==> config.mk <==
export PLATFORM = sky130hd
export DESIGN_NAME = branch_predictor
export DESIGN_NICKNAME = d
export VERILOG_FILES = /design/src/design/bp_pkg.sv /design/src/design/resolve_port.sv /design/src/design/branch_history.sv /design/src/design/target_predictor.sv /design/src/design/branch_predictor.sv
export SDC_FILE = /design/constraint.sdc
export NUM_CORES = 2
export LEC_CHECK = 0
export CAP_MARGIN = 20
export CELL_PAD_IN_SITES_DETAIL_PLACEMENT = 1
export CELL_PAD_IN_SITES_GLOBAL_PLACEMENT = 2
export CORE_AREA = 2 2 430 859
export DETAILED_ROUTE_END_ITERATION = 16
export DIE_AREA = 0 0 432 861
export DONT_BUFFER_PORTS = 1
export GPL_TIMING_DRIVEN = 0
export PLACE_DENSITY = 0.83
export REMOVE_ABC_BUFFERS = 1
export SYNTH_ARGS = -nofsm -noshare
export SYNTH_HDL_FRONTEND = slang
export SYNTH_SLANG_ARGS = --single-unit
==> constraint.sdc <==
create_clock -name clk -period 10.95 [get_ports clk]
set_input_delay 0 -clock clk [delete_from_list [all_inputs] [get_ports clk]]
set_output_delay 0 -clock clk [all_outputs]
set_load 0.1 [all_outputs]
==> src/design/bp_pkg.sv <==
// Branch predictor shared types

package bp_pkg;

	// ========================================
	// Address and index widths
	// ========================================

	// Instruction address
	typedef logic [31:0] pc_t;

	// Counter table index
	// Address bits 7:2 joined with history bits 2:1
	typedef logic [7:0] bht_idx_t;

	// Two-bit prediction counter
	// 0 and 1 predict taken, 2 and 3 predict not taken
	typedef logic [1:0] ctr_t;

	// Global branch history, newest outcome in bit 0
	typedef logic [2:0] ghist_t;

	// Target cache index, address bits 7:2
	typedef logic [5:0] btc_idx_t;

	// ========================================
	// Resolve port FSM
	// ========================================

	// RP_IDLE   waiting for upd_req
	// RP_WRITE  update captured, tables written at the next edge
	// RP_ACK    upd_ack high until upd_req drops
	typedef enum logic [1:0] {
		RP_IDLE  = 2'd0,
		RP_WRITE = 2'd1,
		RP_ACK   = 2'd2
	} rp_state_t;

endpackage

==> src/design/resolve_port.sv <==
// Resolved branch handshake receiver

`timescale 1ns/10ps

module resolve_port (
	input  logic        clk,
	input  logic        rst,
	input  logic        upd_req,
	input  bp_pkg::pc_t upd_pc,
	input  logic        upd_taken,
	input  bp_pkg::pc_t upd_target,
	output logic        upd_ack,
	output logic        wr_valid,
	output bp_pkg::pc_t wr_pc,
	output logic        wr_taken,
	output bp_pkg::pc_t wr_target
);

	import bp_pkg::*;

	rp_state_t state;
	logic      capture;

	// Request seen while idle
	assign capture = (state == RP_IDLE) && upd_req;

	// ========================================
	// Handshake FSM
	// ========================================

	// Idle, capture, one write cycle, then hold ack until req drops
	always_ff @(posedge clk) begin
		if (rst) begin
			state    <= RP_IDLE;
			wr_valid <= 1'b0;
			upd_ack  <= 1'b0;
		end else begin
			unique case (state)
				RP_IDLE: begin
					if (upd_req) begin
						state    <= RP_WRITE;
						wr_valid <= 1'b1;
					end
				end
				RP_WRITE: begin
					// Tables take the update on this edge
					state    <= RP_ACK;
					wr_valid <= 1'b0;
					upd_ack  <= 1'b1;
				end
				RP_ACK: begin
					// Sender has seen ack and released the request
					if (!upd_req) begin
						state   <= RP_IDLE;
						upd_ack <= 1'b0;
					end
				end
				default: begin
					state    <= RP_IDLE;
					wr_valid <= 1'b0;
					upd_ack  <= 1'b0;
				end
			endcase
		end
	end

	// Update fields held stable through the write cycle
	always_ff @(posedge clk) begin
		if (capture) begin
			wr_pc     <= upd_pc;
			wr_taken  <= upd_taken;
			wr_target <= upd_target;
		end
	end

	// One table write per update
	a_wr_pulse: assert property (@(posedge clk) disable iff (rst)
		wr_valid |=> !wr_valid);

	// Ack must be gone before a new request is taken
	a_ack_idle: assert property (@(posedge clk) disable iff (rst)
		(state == RP_IDLE) |-> !upd_ack);

endmodule

==> src/design/branch_history.sv <==
// Global history counter table

`timescale 1ns/10ps

module branch_history (
	input  logic        clk,
	input  logic        rst,
	input  bp_pkg::pc_t fetch_pc,
	input  logic        wr_valid,
	input  bp_pkg::pc_t wr_pc,
	input  logic        wr_taken,
	output logic        pred_taken
);

	import bp_pkg::*;

	// Global history, newest outcome in bit 0
	ghist_t   ghist;

	// 256 two-bit counters
	ctr_t     ctr_table [256];

	bht_idx_t rd_idx;
	bht_idx_t wr_idx;
	ctr_t     rd_ctr;
	ctr_t     wr_ctr;
	ctr_t     wr_ctr_next;

	// Counters power up at 0, weakly taken
	initial begin
		for (int i = 0; i < 256; i++) begin
			ctr_table[i] = 2'd0;
		end
	end

	// ========================================
	// Prediction side
	// ========================================

	// Fetch address plus the two older history bits
	assign rd_idx = {fetch_pc[7:2], ghist[2:1]};
	assign rd_ctr = ctr_table[rd_idx];

	// 0 and 1 mean taken
	assign pred_taken = (rd_ctr == 2'd0) || (rd_ctr == 2'd1);

	// ========================================
	// Update side
	// ========================================

	// Same index form, built from the resolved branch address
	assign wr_idx = {wr_pc[7:2], ghist[2:1]};
	assign wr_ctr = ctr_table[wr_idx];

	// Taken walks 2,3,0,1 and sticks at 1
	// Not taken walks 1,0,3,2 and sticks at 2
	always_comb begin
		if (wr_taken) begin
			wr_ctr_next = (wr_ctr == 2'd1) ? wr_ctr : wr_ctr + 2'd1;
		end else begin
			wr_ctr_next = (wr_ctr == 2'd2) ? wr_ctr : wr_ctr - 2'd1;
		end
	end

	// Counter update for each resolved branch
	always @(posedge clk) begin
		if (wr_valid) begin
			ctr_table[wr_idx] <= wr_ctr_next;
		end
	end

	// History shifts left once per resolved branch
	always_ff @(posedge clk) begin
		if (rst) begin
			ghist <= '0;
		end else if (wr_valid) begin
			ghist <= {ghist[1:0], wr_taken};
		end
	end

	// Prediction must be known once out of reset
	a_pred_known: assert property (@(posedge clk) disable iff (rst)
		!$isunknown(pred_taken));

endmodule

==> src/design/target_predictor.sv <==
// Branch target cache and next fetch address

`timescale 1ns/10ps

module target_predictor #(
	parameter int BTC_TAG_W = 24
) (
	input  logic        clk,
	input  logic        rst,
	input  bp_pkg::pc_t fetch_pc,
	input  logic        pred_taken,
	input  logic        wr_valid,
	input  bp_pkg::pc_t wr_pc,
	input  logic        wr_taken,
	input  bp_pkg::pc_t wr_target,
	output logic        predict_taken,
	output bp_pkg::pc_t next_pc
);

	import bp_pkg::*;

	// ========================================
	// Cache storage
	// ========================================

	// 64 entries, direct mapped
	logic [63:0]          btc_valid;
	logic [BTC_TAG_W-1:0] btc_tag    [64];
	pc_t                  btc_target [64];

	btc_idx_t             rd_idx;
	btc_idx_t             wr_idx;
	logic [BTC_TAG_W-1:0] rd_tag;
	logic [BTC_TAG_W-1:0] wr_tag;
	logic                 btc_hit;
	logic                 btc_fill;

	// Index from address bits 7:2, tag from the bits above
	assign rd_idx = fetch_pc[7:2];
	assign rd_tag = fetch_pc[8 +: BTC_TAG_W];
	assign wr_idx = wr_pc[7:2];
	assign wr_tag = wr_pc[8 +: BTC_TAG_W];

	// Only taken branches are allocated
	assign btc_fill = wr_valid && wr_taken;

	// ========================================
	// Lookup
	// ========================================

	// Valid bit gates the tag compare
	// so stale tags of empty entries never hit
	assign btc_hit = btc_valid[rd_idx] && (btc_tag[rd_idx] == rd_tag);

	// Redirect needs both the counter and a known target
	assign predict_taken = pred_taken && btc_hit;

	// Fall through to the next sequential word
	assign next_pc = predict_taken ? btc_target[rd_idx] : fetch_pc + 32'd4;

	// ========================================
	// Fill
	// ========================================

	// Valid bits cleared on reset
	always_ff @(posedge clk) begin
		if (rst) begin
			btc_valid <= '0;
		end else if (btc_fill) begin
			btc_valid[wr_idx] <= 1'b1;
		end
	end

	// Tag and target payload
	always_ff @(posedge clk) begin
		if (btc_fill) begin
			btc_tag[wr_idx]    <= wr_tag;
			btc_target[wr_idx] <= wr_target;
		end
	end

	// Filled entries hold a known tag and target
	a_fill_known: assert property (@(posedge clk) disable iff (rst)
		btc_fill |-> !$isunknown({wr_tag, wr_target}));

endmodule

==> src/design/branch_predictor.sv <==
// Branch prediction unit top level

`timescale 1ns/10ps

module branch_predictor #(
	parameter int BTC_TAG_W = 24
) (
	input  logic        clk,
	input  logic        rst,
	// Fetch side
	input  bp_pkg::pc_t fetch_pc,
	output logic        predict_taken,
	output bp_pkg::pc_t next_pc,
	// Execute side
	input  logic        upd_req,
	input  bp_pkg::pc_t upd_pc,
	input  logic        upd_taken,
	input  bp_pkg::pc_t upd_target,
	output logic        upd_ack
);

	import bp_pkg::*;

	// Write strobe and payload to both tables
	logic wr_valid;
	pc_t  wr_pc;
	logic wr_taken;
	pc_t  wr_target;

	// Counter verdict before the cache check
	logic pred_taken;

	// ========================================
	// Execute side handshake
	// ========================================
	resolve_port i_resolve_port (
		.clk        (clk),
		.rst        (rst),
		.upd_req    (upd_req),
		.upd_pc     (upd_pc),
		.upd_taken  (upd_taken),
		.upd_target (upd_target),
		.upd_ack    (upd_ack),
		.wr_valid   (wr_valid),
		.wr_pc      (wr_pc),
		.wr_taken   (wr_taken),
		.wr_target  (wr_target)
	);

	// Direction from history and counters
	branch_history i_branch_history (
		.clk        (clk),
		.rst        (rst),
		.fetch_pc   (fetch_pc),
		.wr_valid   (wr_valid),
		.wr_pc      (wr_pc),
		.wr_taken   (wr_taken),
		.pred_taken (pred_taken)
	);

	// Target lookup and next fetch address
	target_predictor #(
		.BTC_TAG_W (BTC_TAG_W)
	) i_target_predictor (
		.clk           (clk),
		.rst           (rst),
		.fetch_pc      (fetch_pc),
		.pred_taken    (pred_taken),
		.wr_valid      (wr_valid),
		.wr_pc         (wr_pc),
		.wr_taken      (wr_taken),
		.wr_target     (wr_target),
		.predict_taken (predict_taken),
		.next_pc       (next_pc)
	);

endmodule

-- Word-level counts from Yosys, hierarchy flattened
Memory sizes are Yosys's and may differ from the RTL's.
Index checks and enable logic that the tools add are counted.
- input port bits: 100
- RAM bits: 4096
- memories: 3
- logic and storage cells: 58
- output and inout port bits: 34
- register bits: 136
- equality and inequality tests: 8
- add/subtract/negate cells: 3
- reductions and logical operators: 11
- mux-type cells: 19
- order comparisons: 3
- bitwise gates (word level): 3
- memory list (name ; depth ; bits a word ; read ports ; clocked after memory_dff ; wr ports ; RTL line ; RTL):
    i_target_predictor.btc_target ; 64 ; 32 ; 1 ; 0 ; 1 ; target_predictor.sv:29 ; pc_t btc_target [64];
    i_target_predictor.btc_tag ; 64 ; 24 ; 1 ; 0 ; 1 ; target_predictor.sv:28 ; logic [BTC_TAG_W-1:0] btc_tag [64];
    i_branch_history.ctr_table ; 256 ; 2 ; 2 ; 0 ; 1 ; branch_history.sv:21 ; ctr_t ctr_table [256];
- operator list (kind ; number):
    $or A64 B64 Y64 ; 1
    $add A32 B3 Y32 const B ; 1
    $mux W32 ; 1
    $eq A24 B24 Y1 ; 1
    $lt A6 B7 Y1 const B ; 2
    $mux W2 ; 5
    $mux W1 ; 8
    $bmux W1 S6 ; 1
    $demux W1 S6 ; 1
    $eq A2 B1 Y1 const B ; 3
    $ge A6 B1 Y1 const B ; 1
    $pmux W2 S3 ; 1
    $reduce_and A2 Y1 ; 3
    $logic_and A1 B1 Y1 ; 5
    $eq A2 B2 Y1 const B ; 2
    $logic_not A2 Y1 ; 2
    $ne A2 B2 Y1 const B ; 2
    $pmux W1 S3 ; 1
    $add A2 B1 Y2 const B ; 1
    $not A1 Y1 ; 2
    $pmux W1 S2 ; 1
    $sub A2 B1 Y2 const B ; 1
    $logic_or A1 B1 Y1 ; 1

-- Longest topological paths before layout
- word-level depth: 5
- depth in mapped cells: 18
- gate-level depth less buffers: 9

-- Hierarchy
From an unflattened synthesis, not the netlist that was laid out.
- cell total of the unflattened synthesis: 7354
- area total of the unflattened synthesis: 164864.4 um2
- modules (own cells, without submodules) (module ; instances ; cells an instance ; area each (um2) ; seq. area each (um2)):
    target_predictor ; 1 ; 6000 ; 140522.3 ; 108904.4
    branch_history ; 1 ; 1274 ; 22235.1 ; 15434.8
    resolve_port ; 1 ; 80 ; 2107.0 ; 2031.9

-- Least setup slack after synthesis
OpenSTA, ideal clock, no wires.
- path type: reg2reg
- start: register i_branch_history.ghist[1]
- end: memory i_branch_history.ctr_table[0][1] (netlist bit), data pin
- setup slack: -806 ps
- data arrival time: 10177 ps
- cell stages (with the launch flop): 13
- clock period less this slack: 11756 ps
- path buffers: 4
- cell sequence: dfxtp_1 buf_2 buf_2 buf_1 buf_2 mux4_2 mux4_2 mux4_2 mux2i_1 nand2_1 o21ai_0 nand2_1 a21oi_1
- longest elaborated chain between the ends: 4
- elaborated cells on any way between the ends: 8
- classes of those cells: 2 x add/sub; 2 x eq/ne; 3 x mux; 1 x memory
- RTL lines (element ; RTL line ; RTL):
    start, declared ; branch_history.sv:18 ; ghist_t ghist;
    start signal, assigned ; branch_history.sv:77 ; ghist <= {ghist[1:0], wr_taken};
    $mem_v2 Z256 W2 (*) ; n/a ;
    $sub A2 B1 Y2, or another cell as far along ; branch_history.sv:61 ; wr_ctr_next = (wr_ctr == 2'd2) ? wr_ctr : wr_ctr - 2'd1;
    $mux W2 (on tied branches) ; branch_history.sv:61, branch_history.sv:59 ;
    $mux W2 (*) ; branch_history.sv:58 ; if (wr_taken) begin
    named net i_branch_history.wr_ctr_next[1] ; branch_history.sv:27 ; ctr_t wr_ctr_next;
    end, declared ; branch_history.sv:21 ;
Mark *: on every way through the listed nets, which the timed path passes. The rest lies on a longest branch.

-- Worst setup path after layout
- start: register i_branch_history.ghist[1]
- end: output next_pc[0]
- longest elaborated chain between the ends: 5
- elaborated cells on any way between the ends: 6
- classes of those cells: 1 x eq/ne; 1 x mux; 3 x reduce/logical; 1 x memory
- RTL lines (element ; RTL line ; RTL):
    $mem_v2 Z256 W2 (*) ; n/a ;
    $eq A2 B1 Y1 / $logic_not A2 Y1 (equally long branches) ; branch_history.sv:45 ; assign pred_taken = (rd_ctr == 2'd0) || (rd_ctr == 2'd1);
    $logic_or A1 B1 Y1 (*) ; branch_history.sv:45 ;
    $logic_and A1 B1 Y1 (*) ; target_predictor.sv:56 ; assign predict_taken = pred_taken && btc_hit;
    $mux W32 (*) ; target_predictor.sv:59 ; assign next_pc = predict_taken ? btc_target[rd_idx] : fetch_pc + 32'd4;
    end, declared ; branch_predictor.sv:13 ; output bp_pkg::pc_t next_pc,
Mark *: on every way between the ends. The rest lies on a longest branch, timed or not.

==> results.txt <==
Status -> finished, violations left
Failing checks -> max-slew violations
Resized Gates After CTS -> 0
Worst-path clk slew -> 0.06 ns
Fmax -> 128.2 MHz
Die Area -> 0.3720 sq mm
Initial antenna violation count -> 26
CTS Buffer Depth -> 4
Ys async rst share -> 0%
Share of cells above drive strength 1 -> 29.63%
Layout fillers -> 30810
R2r worst-path depth -> 14
Fin util -> 52.52%
Dpl hpwl -> 331300 um
Post-Route WL -> 546700 um
Reg2Reg Capture Point -> i_branch_history.ctr_table[126][1]
Max-slew headroom -> -3.837%
Final nets -> 7824
Count leader, synth -> edfxtp_1
Sequential-to-total area share from yosys stat -> 77.00%
Crit Reg-Reg Startpoint -> i_branch_history.ghist[1]
TritonCTS clock tree -> built
Gate power share -> 5.4%
Rows -> 314
Crit. End Element -> output port
Num Clock Sinks -> 4230
Pint -> 0.02606 W
PortBufs -> 0
Die W -> 432 um
Synth top area cells -> edfxtp_1 76%, mux4_2 17%, nor2_1 1.1%, dfxtp_1 0.87%, mux2i_1 0.84%
Clk_lat worst skew -> 1.02 ns
Setup Buffers After CTS -> 0
Root cell of the clock tree -> clkbuf_16
Avg WL per Cell -> 42.78 um
WHS Endpoint -> i_branch_history.ghist[2]
Area leader, netlist -> edfxtp_1
# IOs -> 134
Max-Cap Viols -> 0
First-pass GRT wire length -> 748300 um
Cells after Synth -> 7225
Total track usage -> 29.30%
#FFs+latches synth -> 4230
Hold buffer count at CTS -> 133
HP Class -> input port to flop
R2r setup slk -> 4.14 ns
Clk network pwr share -> 40.5%
Slew Viols, Final -> 54
Top cells by count, synth -> 4159 x edfxtp_1, 1214 x mux4_2, 479 x nor2_1
Final setup vio count -> 0
Net switching power -> 0.007315 W
Largest net degree at the start of global routing -> 239
Final period util -> 71.22%
Vias in the first global route -> 90060
Slew @ Worst Pin -> 1.558 ns
RePlAce Congestion -> 0.7743
Yosys cell types -> 89
Top-area cell type share of the netlist area -> 76.13%
Syn_area_per_cell -> 22.70 sq um
Avg Vias per Cell -> 6.772
Kind of critical path -> flop to output port
WHS -> 0.01783 ns
Core box area -> 0.3650 sq mm
Crit path max fanout -> 44
Sequential share of power -> 54.1%
Post-layout minimum cycle time -> 7.799 ns
Hold path startpoint -> rst
VDD IR max -> 138.1 uV
Initial drt markers -> 13820
H-tree levels -> 5
Dpl cell area -> 0.1780 sq mm
Area Growth Syn to Fin -> 16.86%
Clk_skew -> 0.09224 ns
Initial Util -> 44.95%
Synthesized area -> 0.1640 sq mm
Chip height -> 861 um
Required time of the critical path -> 10.95 ns
Routed Antenna Nets -> 0
Pwr Total -> 0.03338 W
Element type at the critical path start -> flop
DR pass1 iterations -> 7
RSZ-0062 raised after global routing -> false
Switching share of power -> 21.92%
EDFF count, synth -> 4159
DRC viols -> 0
Critical path arrival -> 7.80 ns
CTS Buf Count -> 348
Fin area -> 0.1917 sq mm
Pwr/cell area -> 174.1 mW/mm^2
Vias -> 86540
Synth Flop Type -> edfxtp_1
P_leak -> 58.98 nW
Total global routing overflow -> 0
Hold depth -> 3
Final Hold Fails -> 0
Ys Warns -> 0
flip-flops by register name, indices dropped and copies added, names as in the netlist, 2 cells and up:
register / flops
i_resolve_port.wr_pc: 30
i_branch_history.ctr_table: 512
i_target_predictor.btc_valid: 64
i_resolve_port.wr_target: 32
i_target_predictor.btc_tag: 1536
i_branch_history.ghist: 3
i_resolve_port.state: 2
i_target_predictor.btc_target: 2048
worst max-delay path: stages, from the launching register on:
cell and delay, ns:
dfxtp_4 0.92, buf_16 0.34, buf_16 0.32, buf_16 0.29, mux4_2 0.60, mux4_2 0.52
a2111oi_1 0.69, buf_2 0.31, a2bb2oi_1 0.22, nor2_1 0.23, nand4_1 0.24, nor4_4 0.54
buf_8 0.23, buf_8 0.17, buf_6 0.20, buf_6 0.20, mux2_2 0.59
metal layers:
| metal | vias up | wire length, um | track usage, % | share of wire, % |
|---|---|---|---|---|
| li1 | 31540 | - | - | - |
| met1 | 45620 | 170900 | 34.83 | 31 |
| met4 | 12 | 50610 | 22.39 | 9.3 |
| met3 | 2060 | 65610 | 6.985 | 12 |
| met2 | 7315 | 259600 | 46.33 | 47 |
| met5 | - | 80 | 0 | 0.015 |
per-stage QoR:
stage               TNS [ns]  instances  worst slack, ns
finish                     0      12780            3.151
global route               0      12760            2.991
CTS                        0      12740            2.868
detailed placement         0      11970            2.912
global placement    -9351.71      11550           -13.71
floorplan           -1799.61       6806           -5.616
area by class of cell:
| type | count | area (sq um) | share of cell area [%] |
|---|---|---|---|
| diodes | 26 | 65.06 | 0.03394 |
| clock buffers | 402 | 9112 | 4.754 |
| inverters | 13 | 68.82 | 0.03590 |
| flip-flops and latches | 4230 | 126300 | 65.89 |
| well taps | 4740 | 5931 | 3.094 |
| multi-input cells | 2563 | 36180 | 18.87 |
| repair buffers | 567 | 11170 | 5.829 |
| clock inverters | 238 | 2846 | 1.485 |
kinds of logic (layout without fill, tap and decap cells):
| group | Yosys count | after routing | share of synthesized area, % |
|---|---|---|---|
| other cells | 0 | 26 | 0 |
| simple gates | 789 | 789 | 2.072 |
| compound gates | 328 | 328 | 1.428 |
| buf+inv | 432 | 1220 | 1.355 |
| xor+xnor | 40 | 40 | 0.2136 |
| flops | 4230 | 4230 | 77.00 |
| mux | 1404 | 1404 | 17.92 |
| fa+ha+maj | 2 | 2 | 0.01373 |
power by group through the flow:
stage                     Combinational [W]  Sequential (W)  Clock [W]
after floorplan                    0.000811          0.0185          0
after global placement              0.00123          0.0186          0
after detailed placement            0.00166          0.0184          0
after CTS                           0.00174          0.0181     0.0135
after global routing                0.00186          0.0181     0.0140
final                               0.00181          0.0181     0.0135
layout by cell type (no fill, tap or decap), types with 58 or more instances in the layout:
cell           count
a22oi_1           72
clkinv_1          58
nor2_4            66
dfxtp_1           69
dlygate4sd3_1    132
nand2_1          150
buf_12           210
edfxtp_1        4159
buf_16           190
clkbuf_16        357
mux2i_1          130
nor2_1           411
mux4_2          1214
a21oi_1           67
worst max-delay path by stage:
stage                                   start                            endpoint  slack (ns)  depth (start not counted)
finish              i_branch_history.ghist[1]                          next_pc[0]        3.15                         16
detailed placement                fetch_pc[3]                         next_pc[31]        2.91                         17
global placement    i_branch_history.ghist[1]  i_branch_history.ctr_table[190][1]      -13.71                          7
global route        i_branch_history.ghist[1]                          next_pc[8]        2.99                         15
floorplan           i_branch_history.ghist[1]    i_branch_history.ctr_table[0][1]       -5.62                          7
CTS                               fetch_pc[3]                          next_pc[8]        2.87                         16
Power figures use the tool's default switching activity.
